`src/design/armCtrl_cfg.svh`:
```
`ifndef ARM_CTRL_CFG_SVH
`define ARM_CTRL_CFG_SVH

// ========================================
// Datapath widths seen by the controller
// ========================================

`define ARM_INSTR_W   32  // Instruction word
`define ARM_FLAGS_W   4   // NZCV

// ALU opcode field, instr[24:21]
`define ARM_ALUCTRL_W 4

`define ARM_MASK_W    4   // One enable per byte lane

`endif

```
`src/design/armCtrlPkg.sv`:
```
`default_nettype none
`include "armCtrl_cfg.svh"

package armCtrlPkg;

  // Data-processing opcodes in instr[24:21] order
  typedef enum logic [`ARM_ALUCTRL_W-1:0] {
    opAnd, opEor, opSub, opRsb, opAdd, opAdc, opSbc, opRsc,
    opTst, opTeq, opCmp, opCmn, opOrr, opMov, opBic, opMvn
  } aluOp_t;

  // Condition field, instr[31:28]
  typedef enum logic [3:0] {
    condEq, condNe, condCs, condCc, condMi, condPl, condVs, condVc,
    condHi, condLs, condGe, condLt, condGt, condLe, condAl, condNv
  } cond_t;

  typedef struct packed {
    logic n;  // Bit 3, same order as CPSR[31:28]
    logic z;
    logic c;
    logic v;
  } flags_t;

  // ========================================
  // Per-stage control bundles
  // ========================================

  typedef struct packed {
    logic   aluSrc;      // Immediate operand B
    aluOp_t aluControl;
    logic   regWrite;
    logic   memWrite;
    logic   memtoReg;
    logic   branch;
    logic   pcSrc;       // Writes r15 or branches
    logic   flagWrite;   // S bit
    logic   noRegWrite;  // TST, TEQ, CMP, CMN
    logic   byteAccess;  // LDRB, STRB
    cond_t  cond;
  } ctrlE_t;

  typedef struct packed {
    logic                   memWrite;
    logic                   memtoReg;
    logic                   regWrite;
    logic                   pcSrc;
    logic [`ARM_MASK_W-1:0] byteMask;
    flags_t                 flagsNext;
    logic                   setFlags;  // flagsNext is newer than W copy
  } ctrlM_t;

  typedef struct packed {
    logic   memtoReg;
    logic   regWrite;
    logic   pcSrc;
    flags_t flagsNext;
    logic   setFlags;
  } ctrlW_t;

endpackage

`default_nettype wire

```
`src/design/decodeIf.sv`:
```
`timescale 1ns/1ps
`default_nettype none

// Decoded control from D to E
// No handshake, ctrl is valid every cycle
interface decodeIf;

  armCtrlPkg::ctrlE_t ctrl;  // Sampled by E register when not stalled

  // Decoder side
  modport dec (
    output ctrl
  );

  // Execute-stage side
  modport exe (
    input ctrl
  );

endinterface

`default_nettype wire

```
`src/design/pipeReg.sv`:
```
`timescale 1ns/1ps
`default_nettype none

// Stage register shared by E, M and W
module pipeReg #(
  parameter type payload_t = logic
) (
  input  logic     clk,
  input  logic     rstN,
  input  logic     en,   // Low holds the stage
  input  logic     clr,  // Flush, beats en
  input  payload_t d,
  output payload_t q
);

  always_ff @(posedge clk) begin
    if (!rstN) begin
      q <= '0;
    end else if (clr) begin
      q <= '0;     // Bubble
    end else if (en) begin
      q <= d;
    end
  end

endmodule

`default_nettype wire

```
`src/design/instrDecoder.sv`:
```
`timescale 1ns/1ps
`default_nettype none
`include "armCtrl_cfg.svh"

module instrDecoder (
  input  logic [`ARM_INSTR_W-1:0] instr,
  output logic [1:0]              regSrc,  // [0] branch, [1] store
  output logic [1:0]              immSrc,  // 0 DP imm, 1 LDR/STR, 2 B
  output logic                    pcSrcD,
  decodeIf.dec                    dIf
);

  logic [2:0]         opClass;
  logic               isLoad;
  logic               extraSpace;
  logic               miscSpace;
  logic               isDp;
  logic               isLdSt;
  logic               isBranch;
  armCtrlPkg::cond_t  condD;
  armCtrlPkg::ctrlE_t ctrlD;

  // ========================================
  // Instruction class
  // ========================================

  assign opClass = instr[27:25];
  assign isLoad  = instr[20];  // L bit
  assign condD   = armCtrlPkg::cond_t'(instr[31:28]);

  // Multiply and halfword forms live in the DP register space
  assign extraSpace = ~instr[25] & instr[7] & instr[4];

  // Compare opcodes with S clear encode MSR, MRS and BX
  assign miscSpace = (instr[24:23] == 2'b10) & ~instr[20];

  assign isDp     = (opClass[2:1] == 2'b00) & ~extraSpace & ~miscSpace;
  assign isLdSt   = (opClass == 3'b010) | ((opClass == 3'b011) & ~instr[4]);  // 011 with bit 4 is undefined
  assign isBranch = (instr[27:24] == 4'b1010);  // B only, no link

  // ========================================
  // Main and ALU decoder
  // ========================================

  always_comb begin
    ctrlD  = '0;      // Unsupported encodings stay all zero
    regSrc = 2'b00;
    immSrc = 2'b00;
    if (isDp) begin
      ctrlD.aluSrc     = instr[25];  // I bit
      ctrlD.aluControl = armCtrlPkg::aluOp_t'(instr[24:21]);
      ctrlD.regWrite   = 1'b1;
      ctrlD.flagWrite  = instr[20];
      ctrlD.noRegWrite = (instr[24:23] == 2'b10);  // TST..CMN
      ctrlD.cond       = condD;
    end else if (isLdSt) begin
      ctrlD.aluSrc     = ~instr[25];  // I clear means 12-bit offset
      // U bit picks base plus or minus offset
      ctrlD.aluControl = instr[23] ? armCtrlPkg::opAdd : armCtrlPkg::opSub;
      ctrlD.regWrite   = isLoad;
      ctrlD.memWrite   = ~isLoad;
      ctrlD.memtoReg   = isLoad;
      ctrlD.byteAccess = instr[22];  // B bit
      ctrlD.cond       = condD;
      regSrc           = {~isLoad, 1'b0};  // Store reads Rd as data
      immSrc           = 2'b01;
    end else if (isBranch) begin
      ctrlD.aluSrc     = 1'b1;
      ctrlD.aluControl = armCtrlPkg::opAdd;  // PC plus offset
      ctrlD.branch     = 1'b1;
      ctrlD.cond       = condD;
      regSrc           = 2'b01;            // Rn is PC
      immSrc           = 2'b10;
    end
    // Write to r15 or branch redirects fetch
    ctrlD.pcSrc = (ctrlD.regWrite & ~ctrlD.noRegWrite & (instr[15:12] == 4'hF))
                | ctrlD.branch;
  end

  assign pcSrcD   = ctrlD.pcSrc;
  assign dIf.ctrl = ctrlD;

endmodule

`default_nettype wire

```
`src/design/condCheck.sv`:
```
`timescale 1ns/1ps
`default_nettype none

module condCheck (
  input  armCtrlPkg::cond_t  cond,
  input  logic               flagWrite,
  input  armCtrlPkg::flags_t aluFlags,
  input  armCtrlPkg::flags_t flagsM,
  input  logic               setFlagsM,
  input  armCtrlPkg::flags_t flagsW,
  output logic               condEx,
  output armCtrlPkg::flags_t flagsNow,
  output armCtrlPkg::flags_t flagsNext,
  output logic               setFlags
);

  // M copy is newer whenever the instruction ahead set flags
  assign flagsNow = setFlagsM ? flagsM : flagsW;

  // ========================================
  // ARM condition table
  // ========================================

  always_comb begin
    unique case (cond)
      armCtrlPkg::condEq: condEx = flagsNow.z;
      armCtrlPkg::condNe: condEx = ~flagsNow.z;
      armCtrlPkg::condCs: condEx = flagsNow.c;
      armCtrlPkg::condCc: condEx = ~flagsNow.c;
      armCtrlPkg::condMi: condEx = flagsNow.n;
      armCtrlPkg::condPl: condEx = ~flagsNow.n;
      armCtrlPkg::condVs: condEx = flagsNow.v;
      armCtrlPkg::condVc: condEx = ~flagsNow.v;
      armCtrlPkg::condHi: condEx = flagsNow.c & ~flagsNow.z;  // Unsigned higher
      armCtrlPkg::condLs: condEx = ~flagsNow.c | flagsNow.z;
      armCtrlPkg::condGe: condEx = (flagsNow.n == flagsNow.v);  // Signed compares
      armCtrlPkg::condLt: condEx = (flagsNow.n != flagsNow.v);
      armCtrlPkg::condGt: condEx = ~flagsNow.z & (flagsNow.n == flagsNow.v);
      armCtrlPkg::condLe: condEx = flagsNow.z | (flagsNow.n != flagsNow.v);
      armCtrlPkg::condAl: condEx = 1'b1;
      default:            condEx = 1'b0;  // NV
    endcase
  end

  // Flag update only for S instructions that execute
  assign setFlags  = flagWrite & condEx;
  assign flagsNext = setFlags ? aluFlags : flagsNow;

endmodule

`default_nettype wire

```
`src/design/byteLaneMask.sv`:
```
`timescale 1ns/1ps
`default_nettype none
`include "armCtrl_cfg.svh"

// Lane 0 is the least significant byte of the word
module byteLaneMask (
  input  logic                   byteAccess,
  input  logic [1:0]             addrLow,
  output logic [`ARM_MASK_W-1:0] mask
);

  always_comb begin
    if (!byteAccess) begin
      mask = '1;  // Word
    end else begin
      unique case (addrLow)
        2'd0:    mask = 4'b0001;
        2'd1:    mask = 4'b0010;
        2'd2:    mask = 4'b0100;
        default: mask = 4'b1000;
      endcase
    end
  end

endmodule

`default_nettype wire

```
`src/design/execCtrl.sv`:
```
`timescale 1ns/1ps
`default_nettype none
`include "armCtrl_cfg.svh"

module execCtrl (
  input  logic                     clk,
  input  logic                     rstN,
  input  logic                     stallE,
  input  logic                     flushE,
  decodeIf.exe                     eIf,
  input  logic                     pcSrcD,
  input  armCtrlPkg::flags_t       aluFlagsE,
  input  logic [1:0]               addrLowE,
  input  armCtrlPkg::ctrlM_t       ctrlMIn,     // Fed back from M
  input  armCtrlPkg::ctrlW_t       ctrlWIn,     // Fed back from W
  output logic                     aluSrcE,
  output logic [`ARM_ALUCTRL_W-1:0] aluControlE,
  output logic                     branchTakenE,
  output armCtrlPkg::flags_t       flagsE,
  output logic                     pcWrPendingF,
  output armCtrlPkg::ctrlM_t       ctrlMOut
);

  armCtrlPkg::ctrlE_t     ctrlE;
  logic                   condExE;
  logic                   memAccessE;
  logic [`ARM_MASK_W-1:0] laneMaskE;

  // ========================================
  // Execute register
  // ========================================

  pipeReg #(.payload_t(armCtrlPkg::ctrlE_t)) uRegE (
    .clk  (clk),
    .rstN (rstN),
    .en   (~stallE),
    .clr  (flushE),
    .d    (eIf.ctrl),
    .q    (ctrlE)
  );

  condCheck uCond (
    .cond      (ctrlE.cond),
    .flagWrite (ctrlE.flagWrite),
    .aluFlags  (aluFlagsE),
    .flagsM    (ctrlMIn.flagsNext),
    .setFlagsM (ctrlMIn.setFlags),
    .flagsW    (ctrlWIn.flagsNext),
    .condEx    (condExE),
    .flagsNow  (flagsE),
    .flagsNext (ctrlMOut.flagsNext),
    .setFlags  (ctrlMOut.setFlags)
  );

  byteLaneMask uMask (
    .byteAccess (ctrlE.byteAccess),
    .addrLow    (addrLowE),
    .mask       (laneMaskE)
  );

  assign memAccessE = ctrlE.memWrite | ctrlE.memtoReg;

  assign aluSrcE      = ctrlE.aluSrc;
  assign aluControlE  = ctrlE.aluControl;
  assign branchTakenE = ctrlE.branch & condExE;

  // Next M bundle, side effects gated by the condition
  assign ctrlMOut.memWrite = ctrlE.memWrite & condExE;
  assign ctrlMOut.memtoReg = ctrlE.memtoReg;
  assign ctrlMOut.regWrite = ctrlE.regWrite & condExE & ~ctrlE.noRegWrite;
  assign ctrlMOut.pcSrc    = ctrlE.pcSrc & condExE;
  assign ctrlMOut.byteMask = memAccessE ? laneMaskE : '0;  // Quiet unless memory op

  // Fetch waits while any PC write is in D, E or M
  assign pcWrPendingF = pcSrcD | ctrlE.pcSrc | ctrlMIn.pcSrc;

endmodule

`default_nettype wire

```
`src/design/armController.sv`:
```
`timescale 1ns/1ps
`default_nettype none
`include "armCtrl_cfg.svh"

module armController (
  input  logic                      clk,
  input  logic                      rstN,
  input  logic [`ARM_INSTR_W-1:0]   instr,
  input  logic [`ARM_FLAGS_W-1:0]   aluFlagsE,
  input  logic [1:0]                addrLowE,
  input  logic                      stallE,
  input  logic                      flushE,
  input  logic                      stallM,
  input  logic                      stallW,
  input  logic                      flushW,
  output logic [1:0]                regSrcD,
  output logic [1:0]                immSrcD,
  output logic                      aluSrcE,
  output logic [`ARM_ALUCTRL_W-1:0] aluControlE,
  output logic                      branchTakenE,
  output logic [`ARM_FLAGS_W-1:0]   flagsE,
  output logic                      pcWrPendingF,
  output logic                      memWriteM,
  output logic                      memtoRegM,
  output logic                      regWriteM,
  output logic [`ARM_MASK_W-1:0]    byteMaskM,
  output logic                      memtoRegW,
  output logic                      regWriteW,
  output logic                      pcSrcW
);

  logic               pcSrcD;
  armCtrlPkg::ctrlM_t ctrlME;  // E output, M input
  armCtrlPkg::ctrlM_t ctrlM;
  armCtrlPkg::ctrlW_t ctrlWM;  // M output, W input
  armCtrlPkg::ctrlW_t ctrlW;

  decodeIf dIf ();

  // ========================================
  // Decode and execute
  // ========================================

  instrDecoder uDec (
    .instr  (instr),
    .regSrc (regSrcD),
    .immSrc (immSrcD),
    .pcSrcD (pcSrcD),
    .dIf    (dIf.dec)
  );

  execCtrl uExe (
    .clk          (clk),
    .rstN         (rstN),
    .stallE       (stallE),
    .flushE       (flushE),
    .eIf          (dIf.exe),
    .pcSrcD       (pcSrcD),
    .aluFlagsE    (aluFlagsE),
    .addrLowE     (addrLowE),
    .ctrlMIn      (ctrlM),
    .ctrlWIn      (ctrlW),
    .aluSrcE      (aluSrcE),
    .aluControlE  (aluControlE),
    .branchTakenE (branchTakenE),
    .flagsE       (flagsE),
    .pcWrPendingF (pcWrPendingF),
    .ctrlMOut     (ctrlME)
  );

  // ========================================
  // Memory and writeback registers
  // ========================================

  pipeReg #(.payload_t(armCtrlPkg::ctrlM_t)) uRegM (
    .clk  (clk),
    .rstN (rstN),
    .en   (~stallM),
    .clr  (1'b0),     // M is never flushed
    .d    (ctrlME),
    .q    (ctrlM)
  );

  assign ctrlWM.memtoReg  = ctrlM.memtoReg;
  assign ctrlWM.regWrite  = ctrlM.regWrite;
  assign ctrlWM.pcSrc     = ctrlM.pcSrc;
  assign ctrlWM.flagsNext = ctrlM.flagsNext;
  assign ctrlWM.setFlags  = ctrlM.setFlags;

  pipeReg #(.payload_t(armCtrlPkg::ctrlW_t)) uRegW (
    .clk  (clk),
    .rstN (rstN),
    .en   (~stallW),
    .clr  (flushW),
    .d    (ctrlWM),
    .q    (ctrlW)
  );

  assign memWriteM = ctrlM.memWrite;
  assign memtoRegM = ctrlM.memtoReg;
  assign regWriteM = ctrlM.regWrite;
  assign byteMaskM = ctrlM.byteMask;
  assign memtoRegW = ctrlW.memtoReg;
  assign regWriteW = ctrlW.regWrite;
  assign pcSrcW    = ctrlW.pcSrc;

endmodule

`default_nettype wire

```
`config.mk`:
```
export PLATFORM = sky130hd
export DESIGN_NAME = armController
export DESIGN_NICKNAME = d
export VERILOG_FILES = /design/src/design/armCtrlPkg.sv /design/src/design/decodeIf.sv /design/src/design/pipeReg.sv /design/src/design/instrDecoder.sv /design/src/design/condCheck.sv /design/src/design/byteLaneMask.sv /design/src/design/execCtrl.sv /design/src/design/armController.sv
export VERILOG_INCLUDE_DIRS = /design/src /design/src/design
export SDC_FILE = /design/constraint.sdc
export NUM_CORES = 1
export LEC_CHECK = 0
export BUFFER_PORTS_ARGS = -buffer_cell sky130_fd_sc_hd__buf_2
export CORE_UTILIZATION = 49
export CTS_CLUSTER_DIAMETER = 30
export DETAILED_ROUTE_END_ITERATION = 8
export PLACE_DENSITY = 0.8
export SYNTH_ARGS = -nofsm -noshare
export SYNTH_HDL_FRONTEND = slang
export SYNTH_SLANG_ARGS = --single-unit
export TNS_END_PERCENT = 1
```
`constraint.sdc`:
```
create_clock -name clk -period 2.8 [get_ports clk]
set_input_delay 0.28 -clock clk [delete_from_list [all_inputs] [get_ports clk]]
set_output_delay 0.28 -clock clk [all_outputs]
set_load 0.005 [all_outputs]
```
## Yosys cells after proc, flatten, opt, wreduce, memory -nomap -nowiden

Index checks and enable logic that the tools add are counted.
Widths: inputs -> output; s select.

| cells by class | value |
|---|---|
| equal/unequal tests | 23 |
| bitwise operators | 35 |
| reductions and logical operators | 5 |
| mux-type cells | 26 |

Operator list:

| kind | count |
|---|---|
| $eq 4x4->1 const B | 9 |
| $mux 4 | 7 |
| $and 1x1->1 | 16 |
| $eq 4x3->1 const B | 4 |
| $pmux 1 s15 | 1 |
| $mux 2 | 6 |
| $not 1->1 | 12 |
| $pmux 4 s3 | 1 |
| $mux 5 | 2 |
| $mux 3 | 3 |
| $eq 4x2->1 const B | 2 |
| $or 1x1->1 | 7 |
| $eq 3x2->1 const B | 2 |
| $mux 6 | 1 |
| $mux 1 | 5 |
| $eq 2x2->1 const B | 2 |
| $eq 4x1->1 const B | 1 |
| $logic_not 2->1 | 2 |
| $logic_not 4->1 | 1 |
| $reduce_or 2->1 | 2 |
| $eq 2x1->1 const B | 1 |
| $eq 1x1->1 | 1 |
| $ne 1x1->1 | 1 |

| word-level totals | value |
|---|---|
| bits in registers | 37 |
| output and inout bits | 25 |
| word-level logic and storage cells | 117 |

## Depth between registers and ports, before layout

| depth | value |
|---|---|
| depth after elaboration | 13 |
| gate-level depth with buffers | 8 |
| mapped depth without buffers | 8 |

## Cells and area by module

Synthesis repeated with hierarchy kept, for this count alone.

| unflattened totals | value |
|---|---|
| cell total of the unflattened synthesis | 230 |
| area, all modules | 2,132.0 um2 |

By module, submodules not included:

| module | times used | sequential area each (um2) | cells each | area an instance (um2) |
|---|---|---|---|---|
| pipeReg (uExe.uRegE) | 1 | 340.3 | 56 | 628.1 |
| pipeReg (uRegM) | 1 | 260.2 | 43 | 481.7 |
| condCheck | 1 | 0.0 | 42 | 339.1 |
| pipeReg (uRegW) | 1 | 160.2 | 27 | 292.8 |
| instrDecoder | 1 | 0.0 | 43 | 284.0 |
| execCtrl | 1 | 0.0 | 10 | 67.6 |
| byteLaneMask | 1 | 0.0 | 6 | 27.5 |
| armController | 1 | 0.0 | 3 | 11.3 |

## Worst setup path after synthesis

Ideal clock, no wire load.

| timing path | value |
|---|---|
| kind | flip-flop to output port |
| start point | register uRegM.q[0] (netlist bit) |
| end point | output port branchTakenE |
| required time | 2,520 ps |
| setup slack | 736 ps |
| data arrival time | 1,784 ps |
| cell stages (with the launch flop) | 8 |
| cell sequence | dfxtp_1 > buf_6 > mux2_4 > a211oi_1 > mux2i_1 > a32o_1 > or2_4 > and2_2 |

| on the way | value |
|---|---|
| word-level cells in the longest chain between the ends | 5 |

Ends and longest elaborated chain:

| item | RTL line | text |
|---|---|---|
| start, declared | pipeReg.sv:13 | `output payload_t q` |
| start signal, assigned | pipeReg.sv:18 | `q <= '0;` |
| start signal, assigned | pipeReg.sv:20 | `q <= '0;` |
| start signal, assigned | pipeReg.sv:22 | `q <= d;` |
| $mux 4 * | condCheck.sv:18 | `assign flagsNow = setFlagsM ? flagsM : flagsW;` |
| named net flagsE[1] | armController.sv:21 | `` output logic [`ARM_FLAGS_W-1:0] flagsE, `` |
| $not 1->1 | condCheck.sv:29, condCheck.sv:35 |  |
| $or 1x1->1 | condCheck.sv:35 | `armCtrlPkg::condLs: condEx = ~flagsNow.c \| flagsNow.z;` |
| $pmux 1 s15 * | condCheck.sv:25 | `unique case (cond)` |
| $and 1x1->1 * | execCtrl.sv:65 | `assign branchTakenE = ctrlE.branch & condExE;` |
| end, declared | armController.sv:20 | `output logic branchTakenE,` |

Mark *: on every way through the listed nets, which the timed path passes. The rest lies on a longest branch.

## Final worst setup path

| timing path | value |
|---|---|
| start point | register uRegM.q[0] (netlist bit) |
| end point | output port branchTakenE |

| on the way | value |
|---|---|
| word-level cells in the longest chain between the ends | 5 |

Ends and longest elaborated chain:

| item | RTL line | text |
|---|---|---|
| $mux 4 * | condCheck.sv:18 |  |
| $ne 1x1->1, or another cell as far along | condCheck.sv:37, condCheck.sv:39 |  |
| $or 1x1->1, or another cell as far along | condCheck.sv:39 | `armCtrlPkg::condLe: condEx = flagsNow.z \| (flagsNow.n != flagsNow.v);` |
| $pmux 1 s15 * | condCheck.sv:25 |  |
| $and 1x1->1 * | execCtrl.sv:65 |  |

Mark *: on every way between the ends. The rest lies on a longest branch, timed or not.

==> run_results.csv <==
group,metric,value,unit
critical_path,crit-reg2reg-launch,"uRegM.q[0]$_SDFFE_PN0N_",
logic_synthesis,synth_edf_count,0,
logic_synthesis,synth.area.top_cells,"dfxtp_1, mux2i_1, nor2_1",
clock_network,path_clk_slew,0.07,ns
detailed_routing,drc,0,
logic_synthesis,synth_seq_area_share,39.7,%
global_route,grt_max_degree,29,
place,hpwl,2830,um
logic_synthesis,syn_avg_cell_area,8.45,sq um
critical_path,startpoint_type,"register",
global_route,grt_pass1_vias,1500,
clock_network,ctsResizeCount,0,
logic_synthesis,ys_warn_count,0,
floorplan,die_y,63.7,um
sta,slew_viol_final,0,
pwr,p_leak,0.960,nW
place,portBuffers,55,
sta,tightest_slew,0.618,ns
sta,fin_setup_tns,0,ns
critical_path,arrival,2.28,ns
critical_path,cp_max_fo,7,
logic_synthesis,syn_nets,266,
critical_path,r2r_setup_slack,0.70,ns
clock_network,clockRootBuffer,"clkbuf_8",
clock_network,clk_latency,0.28,ns
finish,fillCellCount,352,
logic_synthesis,synth_top_cell_area_share,39.7,%
place,gp_congestion,0.776,
logic_synthesis,synth-seq-cells,37,
sta,min_period,2.56,ns
critical_path,crit_path_start,"uRegM.q[0]$_SDFFE_PN0N_",
sta,finClkSkew,0.00189,ns
floorplan,dieArea,4060,sq um
logic_synthesis,yosysTopAreaCell,"dfxtp_1",
pwr,total_power,0.992,mW
logic_synthesis,syn-cell-area,1870,sq um
finish,antennaDiodeCount,0,
sta,relSlewSlack,58.8,%
clock_network,cts_setup_buffers,0,
finish,final_nets,307,
detailed_routing,drt-pass1-iter-count,4,
clock_network,cts_buffer_depth,2,
global_route,antenna_found_initial,0,
global_route,grt_pass1_wl,6370,um
outcome,status,"finished clean",
sta,holdWs,0.224,ns
detailed_routing,vias,1597,
clock_network,ctsHtreeMaxLevel,2,
sta,setup_viol,0,
critical_path,path_class,"register to output port",
critical_path,worst_setup_path_end_kind,"output port",
finish,regArea,742,sq um
critical_path,worstPathRequired,2.52,ns
flow_run,max_cap_viol_count,0,
critical_path,crit_path_end,"branchTakenE",
logic_synthesis,syn_inst,221,
clock_network,cts_hold_buf,0,
hold_path,hold_class,"input pin to register",
sta,finalHoldViolations,0,
finish,final_common_cell,"buf_2",
finish,multi_input_area,957,sq um
clock_network,cts.sinks,37,
logic_synthesis,ys_async_sr_fraction,0,%
finish,layout_common_cells,"buf_2, nor2_1, dfxtp_1",
finish,syn2layout_area_growth,15.4,%
detailed_routing,finalWirelength,3770,um
clock_network,numCtsBuffers,5,
sta,period_share,91.6,%
pwr,powerDensity,460,nW/um^2
detailed_routing,vias_per_cell,5.15,
pwr,ir_drop,363,uV
logic_synthesis,synth_cell_types,41,
floorplan,core,3660,sq um
logic_synthesis,synth_flop_cell,"dfxtp_1",
floorplan,start_util,51.0,%
floorplan,rows,22,
critical_path,r2r_cells,7,
detailed_routing,wire_per_inst,12.1,um
detailed_routing,ant_nets,0,
critical_path,r2r-end,"uRegM.q[2]$_SDFFE_PN0N_",
finish,drive_above_1_share,27.5,%
floorplan,die_x,63.7,um
clock_network,cts_tree,"done",
sta,rsz0062_at_grt,"false",
floorplan,boundaryPins,70,
detailed_routing,drtIter0Drc,77,
global_route,grtUsageTotal,20.4,%
sta,fmax,390,MHz
global_route,grt.overflow.total,0,
-- kinds of logic after synthesis --
kind of cell    Yosys count  share of synthesized area, %
simple gates             79                          19.2
xor+xnor                  3                          1.41
compound gates           50                          17.1
buf+inv                  30                          9.05
mux                      22                          13.5
flops                    37                          39.7
-- final cells by class --
cell class / instances / area share (%)
timing repair buffer: 55 / 12.8
tap: 48 / 2.79
sequential: 37 / 34.4
multi-input combinational: 154 / 44.4
clock buffer: 7 / 4.01
inverter: 9 / 1.57
-- flip-flops by register name (all words and copies together), names as in the netlist --
signal,flops
uExe.uRegE.q,17
uRegM.q,13
uRegW.q,7
-- power by group --
group / internal [mW] / switching (mW) / total [mW]
Sequential: 0.531 / 0.00409 / 0.535
Clock: 0.195 / 0.172 / 0.367
Combinational: 0.0382 / 0.0523 / 0.0905
-- through the flow --
stage          utilization (%)  std cells  setup WS [ns]  area [sq um]
2_1_floorplan                -        221          0.736          1870
3_3_place_gp              56.5        303          0.450          2070
3_5_place_dp              56.5        303          0.425          2070
4_1_cts                   58.8        310         0.0965          2150
5_1_grt                   58.9        310          0.102          2150
6_report                  58.9        310          0.235          2150
-- cell usage after synthesis, drive strengths merged, types with 2 or more instances --
library cell and number:
clkbuf 8, a22oi 6, inv 8, nand2b 6, nand2 16, nor3 3
dfxtp 37, nand3b 2, nor3b 3, mux2i 17, o21ai 13, xor2 2
mux2 4, or3 2, buf 13, nor2 38, a211oi 2, a21oi 18
nand3 5
-- worst min-delay path by stage --
stage,start,slack (ns),depth (start not counted),endpoint
5_1_grt,instr[31],0.24,3,uExe.uRegE.q[3]$_SDFFE_PP0N_
6_report,instr[31],0.22,3,uExe.uRegE.q[3]$_SDFFE_PP0N_
3_5_place_dp,uRegM.q[12]$_SDFFE_PN0N_,0.46,2,uRegM.q[12]$_SDFFE_PN0N_
3_3_place_gp,uExe.uRegE.q[14]$_SDFFE_PP0N_,0.45,2,uExe.uRegE.q[14]$_SDFFE_PP0N_
2_1_floorplan,instr[28],0.42,2,uExe.uRegE.q[0]$_SDFFE_PP0N_
4_1_cts,instr[31],0.22,3,uExe.uRegE.q[3]$_SDFFE_PP0N_
-- worst max-delay path: stages, from the launching register on --
cell	delay (ns)
dfxtp_2	0.44
mux2_4	0.35
a211oi_1	0.24
mux2i_1	0.10
a32o_1	0.27
or2_4	0.28
and2_2	0.20
buf_2	0.12
-- layer usage --
layer  vias to the layer above  GRT usage [%]  share of wire [%]
met4                         0           8.24                1.4
li1                        828              -                  -
met1                       734           22.6                 46
met2                        29           35.6                 49
met3                         6           6.34                3.5
met5                         -              0                  0
(Power assumes the default switching activity.)
